**src/hdl/dbg_pkg.sv**
```systemverilog
package dbg_pkg;

	// ########################################
	// Sizes and timing
	// ########################################

	localparam int WORD_W = 32;
	localparam int ADDR_W = 5;

	// Simulation baud divisor
	localparam int CLKS_PER_BIT = 8;

	// Words per dump
	localparam int NUM_REGS = 32;
	localparam int NUM_MEM  = 16;

	// ########################################
	// Host protocol
	// ########################################

	localparam logic [7:0] CMD_REGS = 8'h01;
	localparam logic [7:0] CMD_MEM  = 8'h02;
	localparam logic [7:0] CMD_PC   = 8'h03;
	localparam logic [7:0] ERR_BYTE = 8'hee;

	// Read space on the core side
	typedef enum logic [1:0] {
		SEL_REG,
		SEL_MEM,
		SEL_PC
	} tgt_sel_t;

	typedef struct packed {
		tgt_sel_t          sel;
		logic [ADDR_W-1:0] addr;
	} rd_req_t;

	typedef struct packed {
		logic [7:0] data;
		logic       last;
	} tx_byte_t;

endpackage

```
**src/hdl/uart_rx.sv**
```systemverilog
module uart_rx (
	input  logic       clk,
	input  logic       arst_n,
	input  logic       rx,
	output logic       cmd_valid,
	output logic [7:0] cmd_byte
);
	import dbg_pkg::*;

	typedef enum logic [1:0] {
		RX_IDLE,
		RX_START,
		RX_DATA,
		RX_STOP
	} rx_state_t;

	rx_state_t                       state;
	logic [2:0]                      sync;
	logic [$clog2(CLKS_PER_BIT)-1:0] tick;
	logic [2:0]                      bit_idx;
	logic [7:0]                      shreg;
	logic                            rx_s;
	logic                            start_edge;

	// Two flops for metastability, the third keeps the previous value
	always_ff @(posedge clk or negedge arst_n) begin
		if (!arst_n) begin
			sync <= 3'b111;
		end else begin
			sync <= {sync[1:0], rx};
		end
	end

	assign rx_s       = sync[1];
	assign start_edge = sync[2] & ~sync[1];

	always_ff @(posedge clk or negedge arst_n) begin
		if (!arst_n) begin
			state     <= RX_IDLE;
			tick      <= '0;
			bit_idx   <= '0;
			cmd_valid <= 1'b0;
		end else begin
			cmd_valid <= 1'b0;
			case (state)
				RX_IDLE: begin
					tick    <= '0;
					bit_idx <= '0;
					if (start_edge) begin
						state <= RX_START;
					end
				end
				RX_START: begin
					// Glitch check at the middle of the start bit
					if (tick == CLKS_PER_BIT / 2 - 1) begin
						tick  <= '0;
						state <= rx_s ? RX_IDLE : RX_DATA;
					end else begin
						tick <= tick + 1'b1;
					end
				end
				RX_DATA: begin
					if (tick == CLKS_PER_BIT - 1) begin
						tick    <= '0;
						bit_idx <= bit_idx + 1'b1;
						if (bit_idx == 3'd7) begin
							state <= RX_STOP;
						end
					end else begin
						tick <= tick + 1'b1;
					end
				end
				default: begin
					// Bad stop bit drops the frame silently
					if (tick == CLKS_PER_BIT - 1) begin
						cmd_valid <= rx_s;
						state     <= RX_IDLE;
					end else begin
						tick <= tick + 1'b1;
					end
				end
			endcase
		end
	end

	// LSB arrives first
	always_ff @(posedge clk) begin
		if (state == RX_DATA && tick == CLKS_PER_BIT - 1) begin
			shreg <= {rx_s, shreg[7:1]};
		end
	end

	assign cmd_byte = shreg;

endmodule

```
**src/hdl/uart_tx.sv**
```systemverilog
module uart_tx (
	input  logic              clk,
	input  logic              arst_n,
	input  logic              tx_req,
	input  dbg_pkg::tx_byte_t tx_byte,
	output logic              tx_ack,
	output logic              tx
);
	import dbg_pkg::*;

	typedef enum logic [1:0] {
		TX_IDLE,
		TX_SEND,
		TX_ACK
	} tx_state_t;

	tx_state_t                       state;
	logic [$clog2(CLKS_PER_BIT)-1:0] tick;
	logic [3:0]                      bit_idx;
	// Data bits with the stop bit behind them
	logic [8:0]                      shreg;

	always_ff @(posedge clk or negedge arst_n) begin
		if (!arst_n) begin
			state   <= TX_IDLE;
			tick    <= '0;
			bit_idx <= '0;
			tx_ack  <= 1'b0;
			tx      <= 1'b1;
		end else begin
			case (state)
				TX_IDLE: begin
					if (tx_req) begin
						// Start bit
						tx      <= 1'b0;
						tick    <= '0;
						bit_idx <= '0;
						state   <= TX_SEND;
					end
				end
				TX_SEND: begin
					if (tick == CLKS_PER_BIT - 1) begin
						tick <= '0;
						if (bit_idx == 4'd9) begin
							tx_ack <= 1'b1;
							state  <= TX_ACK;
						end else begin
							tx      <= shreg[0];
							bit_idx <= bit_idx + 1'b1;
						end
					end else begin
						tick <= tick + 1'b1;
					end
				end
				default: begin
					// Line stays at the stop level until the next byte
					if (!tx_req) begin
						tx_ack <= 1'b0;
						state  <= TX_IDLE;
					end
				end
			endcase
		end
	end

	always_ff @(posedge clk) begin
		if (state == TX_IDLE && tx_req) begin
			shreg <= {1'b1, tx_byte.data};
		end else if (state == TX_SEND && tick == CLKS_PER_BIT - 1) begin
			shreg <= {1'b1, shreg[8:1]};
		end
	end

endmodule

```
**src/hdl/recolector.sv**
```systemverilog
module recolector (
	input  logic                       clk,
	input  logic                       arst_n,
	input  logic                       rd_req_valid,
	input  dbg_pkg::rd_req_t           rd_req,
	output logic                       rd_ack,
	output logic [dbg_pkg::WORD_W-1:0] rd_word,
	output dbg_pkg::rd_req_t           tgt_rd,
	input  logic [dbg_pkg::WORD_W-1:0] tgt_data
);

	typedef enum logic [1:0] {
		RC_IDLE,
		RC_WAIT,
		RC_ACK
	} rc_state_t;

	rc_state_t state;

	// Core answers one clock after tgt_rd changes
	always_ff @(posedge clk or negedge arst_n) begin
		if (!arst_n) begin
			state  <= RC_IDLE;
			rd_ack <= 1'b0;
			tgt_rd <= '0;
		end else begin
			case (state)
				RC_IDLE: begin
					if (rd_req_valid) begin
						tgt_rd <= rd_req;
						state  <= RC_WAIT;
					end
				end
				RC_WAIT: begin
					state <= RC_ACK;
				end
				default: begin
					// First clock here captures, then hold until req drops
					if (!rd_ack) begin
						rd_ack <= 1'b1;
					end else if (!rd_req_valid) begin
						rd_ack <= 1'b0;
						state  <= RC_IDLE;
					end
				end
			endcase
		end
	end

	always_ff @(posedge clk) begin
		if (state == RC_ACK && !rd_ack) begin
			rd_word <= tgt_data;
		end
	end

endmodule

```
**src/hdl/debug_ctrl.sv**
```systemverilog
module debug_ctrl (
	input  logic                       clk,
	input  logic                       arst_n,
	input  logic                       cmd_valid,
	input  logic [7:0]                 cmd_byte,
	output logic                       rd_req_valid,
	output dbg_pkg::rd_req_t           rd_req,
	input  logic                       rd_ack,
	input  logic [dbg_pkg::WORD_W-1:0] rd_word,
	output logic                       tx_req,
	output dbg_pkg::tx_byte_t          tx_byte,
	input  logic                       tx_ack
);
	import dbg_pkg::*;

	typedef enum logic [2:0] {
		CT_IDLE,
		CT_FETCH,
		CT_FETCH_END,
		CT_SEND,
		CT_SEND_END
	} ct_state_t;

	ct_state_t         state;
	logic [WORD_W-1:0] word_q;
	logic [1:0]        byte_idx;
	logic [ADDR_W:0]   words_left;
	logic [1:0]        next_idx;

	assign next_idx = byte_idx + 2'd1;

	// ########################################
	// Reply sequencer
	// ########################################

	always_ff @(posedge clk or negedge arst_n) begin
		if (!arst_n) begin
			state        <= CT_IDLE;
			rd_req_valid <= 1'b0;
			rd_req       <= '0;
			tx_req       <= 1'b0;
			tx_byte      <= '0;
			byte_idx     <= '0;
			words_left   <= '0;
		end else begin
			case (state)
				CT_IDLE: begin
					if (cmd_valid) begin
						rd_req.addr <= '0;
						case (cmd_byte)
							CMD_REGS: begin
								rd_req.sel   <= SEL_REG;
								words_left   <= (ADDR_W + 1)'(NUM_REGS);
								rd_req_valid <= 1'b1;
								state        <= CT_FETCH;
							end
							CMD_MEM: begin
								rd_req.sel   <= SEL_MEM;
								words_left   <= (ADDR_W + 1)'(NUM_MEM);
								rd_req_valid <= 1'b1;
								state        <= CT_FETCH;
							end
							CMD_PC: begin
								rd_req.sel   <= SEL_PC;
								words_left   <= (ADDR_W + 1)'(1);
								rd_req_valid <= 1'b1;
								state        <= CT_FETCH;
							end
							default: begin
								// Single byte error reply
								tx_byte.data <= ERR_BYTE;
								tx_byte.last <= 1'b1;
								tx_req       <= 1'b1;
								state        <= CT_SEND;
							end
						endcase
					end
				end
				CT_FETCH: begin
					if (rd_ack) begin
						rd_req_valid <= 1'b0;
						state        <= CT_FETCH_END;
					end
				end
				CT_FETCH_END: begin
					if (!rd_ack) begin
						byte_idx     <= '0;
						tx_byte.data <= word_q[7:0];
						tx_byte.last <= 1'b0;
						tx_req       <= 1'b1;
						state        <= CT_SEND;
					end
				end
				CT_SEND: begin
					if (tx_ack) begin
						tx_req <= 1'b0;
						state  <= CT_SEND_END;
					end
				end
				default: begin
					if (!tx_ack) begin
						if (tx_byte.last) begin
							state <= CT_IDLE;
						end else if (byte_idx == 2'd3) begin
							// Word done, go get the next one
							words_left   <= words_left - 1'b1;
							rd_req.addr  <= rd_req.addr + 1'b1;
							rd_req_valid <= 1'b1;
							state        <= CT_FETCH;
						end else begin
							byte_idx     <= next_idx;
							tx_byte.data <= word_q[next_idx * 8 +: 8];
							tx_byte.last <= (next_idx == 2'd3) && (words_left == 1);
							tx_req       <= 1'b1;
							state        <= CT_SEND;
						end
					end
				end
			endcase
		end
	end

	always_ff @(posedge clk) begin
		if (state == CT_FETCH && rd_ack) begin
			word_q <= rd_word;
		end
	end

endmodule

```
**src/hdl/debug_link.sv**
```systemverilog
module debug_link (
	input  logic                       clk,
	input  logic                       arst_n,
	input  logic                       rx,
	output logic                       tx,
	output dbg_pkg::rd_req_t           tgt_rd,
	input  logic [dbg_pkg::WORD_W-1:0] tgt_data
);
	import dbg_pkg::*;

	logic              cmd_valid;
	logic [7:0]        cmd_byte;
	logic              rd_req_valid;
	rd_req_t           rd_req;
	logic              rd_ack;
	logic [WORD_W-1:0] rd_word;
	logic              tx_req;
	tx_byte_t          tx_byte;
	logic              tx_ack;

	// ########################################
	// Host side
	// ########################################

	uart_rx u_uart_rx (
		.clk       (clk),
		.arst_n    (arst_n),
		.rx        (rx),
		.cmd_valid (cmd_valid),
		.cmd_byte  (cmd_byte)
	);

	uart_tx u_uart_tx (
		.clk     (clk),
		.arst_n  (arst_n),
		.tx_req  (tx_req),
		.tx_byte (tx_byte),
		.tx_ack  (tx_ack),
		.tx      (tx)
	);

	// ########################################
	// Core side
	// ########################################

	recolector u_recolector (
		.clk          (clk),
		.arst_n       (arst_n),
		.rd_req_valid (rd_req_valid),
		.rd_req       (rd_req),
		.rd_ack       (rd_ack),
		.rd_word      (rd_word),
		.tgt_rd       (tgt_rd),
		.tgt_data     (tgt_data)
	);

	debug_ctrl u_debug_ctrl (
		.clk          (clk),
		.arst_n       (arst_n),
		.cmd_valid    (cmd_valid),
		.cmd_byte     (cmd_byte),
		.rd_req_valid (rd_req_valid),
		.rd_req       (rd_req),
		.rd_ack       (rd_ack),
		.rd_word      (rd_word),
		.tx_req       (tx_req),
		.tx_byte      (tx_byte),
		.tx_ack       (tx_ack)
	);

endmodule

```
**config.mk**
```make
export PLATFORM = sky130hd
export DESIGN_NAME = debug_link
export DESIGN_NICKNAME = d
export VERILOG_FILES = /design/src/hdl/dbg_pkg.sv /design/src/hdl/uart_rx.sv /design/src/hdl/uart_tx.sv /design/src/hdl/recolector.sv /design/src/hdl/debug_ctrl.sv /design/src/hdl/debug_link.sv
export SDC_FILE = /design/constraint.sdc
export NUM_CORES = 1
export LEC_CHECK = 0
export BUFFER_PORTS_ARGS = -buffer_cell sky130_fd_sc_hd__buf_2
export CAP_MARGIN = 25
export CORE_ASPECT_RATIO = 0.6
export CORE_UTILIZATION = 60
export DETAILED_ROUTE_END_ITERATION = 7
export PLACE_DENSITY_LB_ADDON = 0.05
export SETUP_SLACK_MARGIN = 0.5
export SLEW_MARGIN = 10
export SYNTH_ARGS = -nofsm -noshare
export SYNTH_HDL_FRONTEND = slang
export SYNTH_SLANG_ARGS = --single-unit
```
**constraint.sdc**
```tcl
create_clock -name clk -period 8.3 [get_ports clk]
set_input_delay 1.66 -clock clk [delete_from_list [all_inputs] [get_ports clk]]
set_output_delay 1.66 -clock clk [all_outputs]
set_load 0.005 [all_outputs]
```
==> results.toml <==
[outcome]
outcome = "completed"

[yosys]
yosysTopAreaCell = "edfxtp_1"
synthCells = 413
ys_seq_area_frac = 0.665
yosysTopAreaCellShare = 0.404
syn_nets = 464
async_flop_share = 0.437
yosys_warnings = 0
synth_area_leaders = "edfxtp_1 (40%), dfrtp_1 (24%), ha_1 (3.4%)"
synth_ff_type = "edfxtp_1"
synth_area_mm2 = 0.00595
synth_edf_count = 80
synth.avg_cell_area_um2 = 14.4
ys_types = 64
synth-seq-cells = 142

[power_and_ir_drop]
p_seq_frac = 0.458
leakagePower_nw = 2.80
p_int_mw = 1.47
p_comb_frac = 0.140
total_power_mw = 2.03
power.density_mw_per_mm2 = 294
clockPowerShare = 0.402
p_sw_frac = 0.278
ir_worst_vdd_mv = 0.186
p_sw_uw = 565

[critical_path]
crit_family = "flip-flops"
r2r_start = "u_debug_ctrl.state[0]"
path_buf_inv = 1
crit_slowest_cell = "dfstp_2"
timing_worst_setup_path_type = "flop to output port"
cpPeakStageDelay_ns = 0.53
critPathArrivalTime_ns = 1.06
cp_max_fo = 2
crit_path_start_kind = "flop"
path_cells = "buf_2"
end_kind = "output port"
r2r_cells = 3
worst-r2r-setup-slack_ns = 5.90
worstPathRequired_ns = 6.64
r2r-end = "u_debug_ctrl.tx_byte[1]"

[final_layout]
areaGrowthSynthToFinish_pct = 16.1
num_antenna_cells = 0
final_common_cell = "edfxtp_1"
fin_area_mm2 = 0.00691
drive_gt1_frac = 0.256
layout_common_cells = "edfxtp_1 (80), dfrtp_1 (58), buf_2 (42)"
nNetsFinal = 514

[detailed_routing]
ant_nets = 0
dr_wl_met2_mm = 4.59
dr.pass1.iters = 4
drtIter0Drc = 203
wl_per_cell_um = 17.0
routed-via-count = 3458
via_per_inst = 5.71
wl_met3_um = 594
wl_met1_mm = 5.00
routed.top_layer = "met4"
drt-total-wl_mm = 10.3
drc = 0

[sta]
min_period_over_period = 0.328
tns_ns = 0
slew_headroom = 0.404
rsz0062_at_grt = "no"
fin_skew_ns = 0.00886
setup_viol = 0
tightest_slew_ns = 0.891
slew_viol_final = 0
max_freq_mhz = 367
finalWorstPathRequiredPeriod_ns = 2.72
whs_ns = 0.360
hold_viol_final = 0

[floorplanning]
core.rowCount = 27
die_x_um = 131
die-area_mm2 = 0.0103
initial_core_util = 0.634
chipHeight_um = 79.2
io_pins = 43
core_region_area_mm2 = 0.00939

[clock_tree]
clock_latency_ns = 0.43
root_buffer = "clkbuf_16"
cts_tree = "built"
clock_sinks = 142
cts-htree-levels = 4
hold_buffers = 0
clock_path_buffers = 2
cts_made_buffers = 17
cts_resized = 0
clk_pin_slew_worst_paths_ns = 0.06
postCtsSetupBuffers = 0

[global_route]
grt_pass1_wl_mm = 16.7
grt_pass1_vias = 3301
antenna_found_initial = 0
grt-ovfl-total = 0
grtUsageTotal = 0.226
grt_start_max_net_pins = 63

[place]
dp_hpwl_mm = 6.73
gp_congestion = 0.787
placed_area_mm2 = 0.00627
numPortBuffers = 42

[worst_hold_path]
min_to = "u_uart_rx.sync[1]"
min_from = "u_uart_rx.sync[0]"
hold_class = "flop to flop"
holdPathStages = 0

[run]
drv_cap = 0
sequential cells by signal, summed over array words and instances, names as in the netlist, 2 cells and up:
name                     cells
u_debug_ctrl.byte_idx        2
u_uart_tx.state              2
u_uart_rx.sync               3
u_uart_rx.tick               3
u_debug_ctrl.word_q         32
u_recolector.rd_word        32
u_uart_tx.shreg              8
u_debug_ctrl.tx_byte         9
u_uart_rx.state              2
u_uart_rx.bit_idx            3
u_recolector.state           2
u_uart_tx.tick               3
u_debug_ctrl.state           3
u_recolector.tgt_rd          7
u_uart_rx.cmd_byte           8
u_uart_tx.bit_idx            4
u_debug_ctrl.words_left      6
u_debug_ctrl.rd_req          7
per-layer routing:
layer  up-vias  track usage
li1       1641            -
met1      1690        0.326
met2       108        0.309
met3        19       0.0869
met4         0       0.0862
met5         -            0
power by group through the flow:
stage               clock [mW]  sequential [mW]  combinational, mW
finish                   0.818            0.930              0.285
global route             0.865            0.942              0.320
CTS                      0.830            0.929              0.286
detailed placement           0            0.942              0.285
global placement             0            0.937              0.271
floorplan                    0            0.896              0.251
per-stage QoR:
step / cells / worst slack [ns] / utilization
final: 606 / 5.58 / 0.736
after global routing: 606 / 5.53 / 0.736
after CTS: 606 / 5.55 / 0.736
after detailed placement: 574 / 5.89 / 0.667
after global placement: 574 / 5.91 / 0.667
after floorplan: 413 / 4.99 / -
worst register-to-register path: cells and delay by family, from the launching register on:
family | cells | cell delay, ns
compound gates | 1 | 0.69
simple gates | 1 | 0.74
flops | 1 | 0.51
mux | 1 | 0.35
cell usage after synthesis, drive strengths merged, types with 2 or more instances:
| library cell | instances |
|---|---|
| a211oi | 2 |
| a21o | 5 |
| a21oi | 15 |
| a22o | 6 |
| a31oi | 4 |
| a32o | 2 |
| and2 | 4 |
| and3 | 3 |
| buf | 6 |
| clkbuf | 9 |
| dfrtp | 58 |
| dfstp | 4 |
| edfxtp | 80 |
| ha | 16 |
| inv | 23 |
| mux2 | 19 |
| mux2i | 9 |
| mux4 | 8 |
| nand2 | 28 |
| nand2b | 3 |
| nand3 | 7 |
| nand3b | 2 |
| nand4 | 4 |
| nor2 | 21 |
| nor2b | 7 |
| nor3 | 6 |
| nor3b | 3 |
| o211ai | 2 |
| o21ai | 15 |
| o21bai | 2 |
| o22ai | 10 |
| o31ai | 4 |
| or2 | 3 |
| or3 | 3 |
| xor2 | 4 |
layout make-up:
type,count,area (um2)
flip-flops and latches,142,3960
fillers,626,2480
multi-input cells,233,1820
clock buffers,17,425
repair buffers,46,240
clock inverters,15,220
well taps,130,163
inverters,23,86.3
how the worst max path moves through the flow:
stage / from / slack, ns / cells past startpoint / to
4_1_cts: u_uart_tx.tx / 5.55 / 1 / tx
3_5_place_dp: arst_n / 5.89 / 2 / u_uart_rx.tick[1]
2_1_floorplan: u_recolector.state[1] / 4.99 / 1 / u_recolector.rd_word[0]
3_3_place_gp: arst_n / 5.91 / 2 / u_uart_rx.tick[1]
6_report: u_uart_tx.tx / 5.58 / 1 / tx
5_1_grt: u_uart_tx.tx / 5.53 / 1 / tx
kinds of logic (layout without fill, tap and decap cells):
group	count (synthesis)	count (layout)	synth area share
AO/OA/AOI/OAI	76	76	0.0855
XOR/XNOR	5	5	0.00736
adder cells (fa/ha/maj)	16	16	0.0336
buffers and inverters	38	101	0.0305
flip-flops	142	142	0.665
multiplexers	36	36	0.0839
AND/OR/NAND/NOR	100	100	0.0942
No activity file was read; power rests on OpenSTA's default activity.
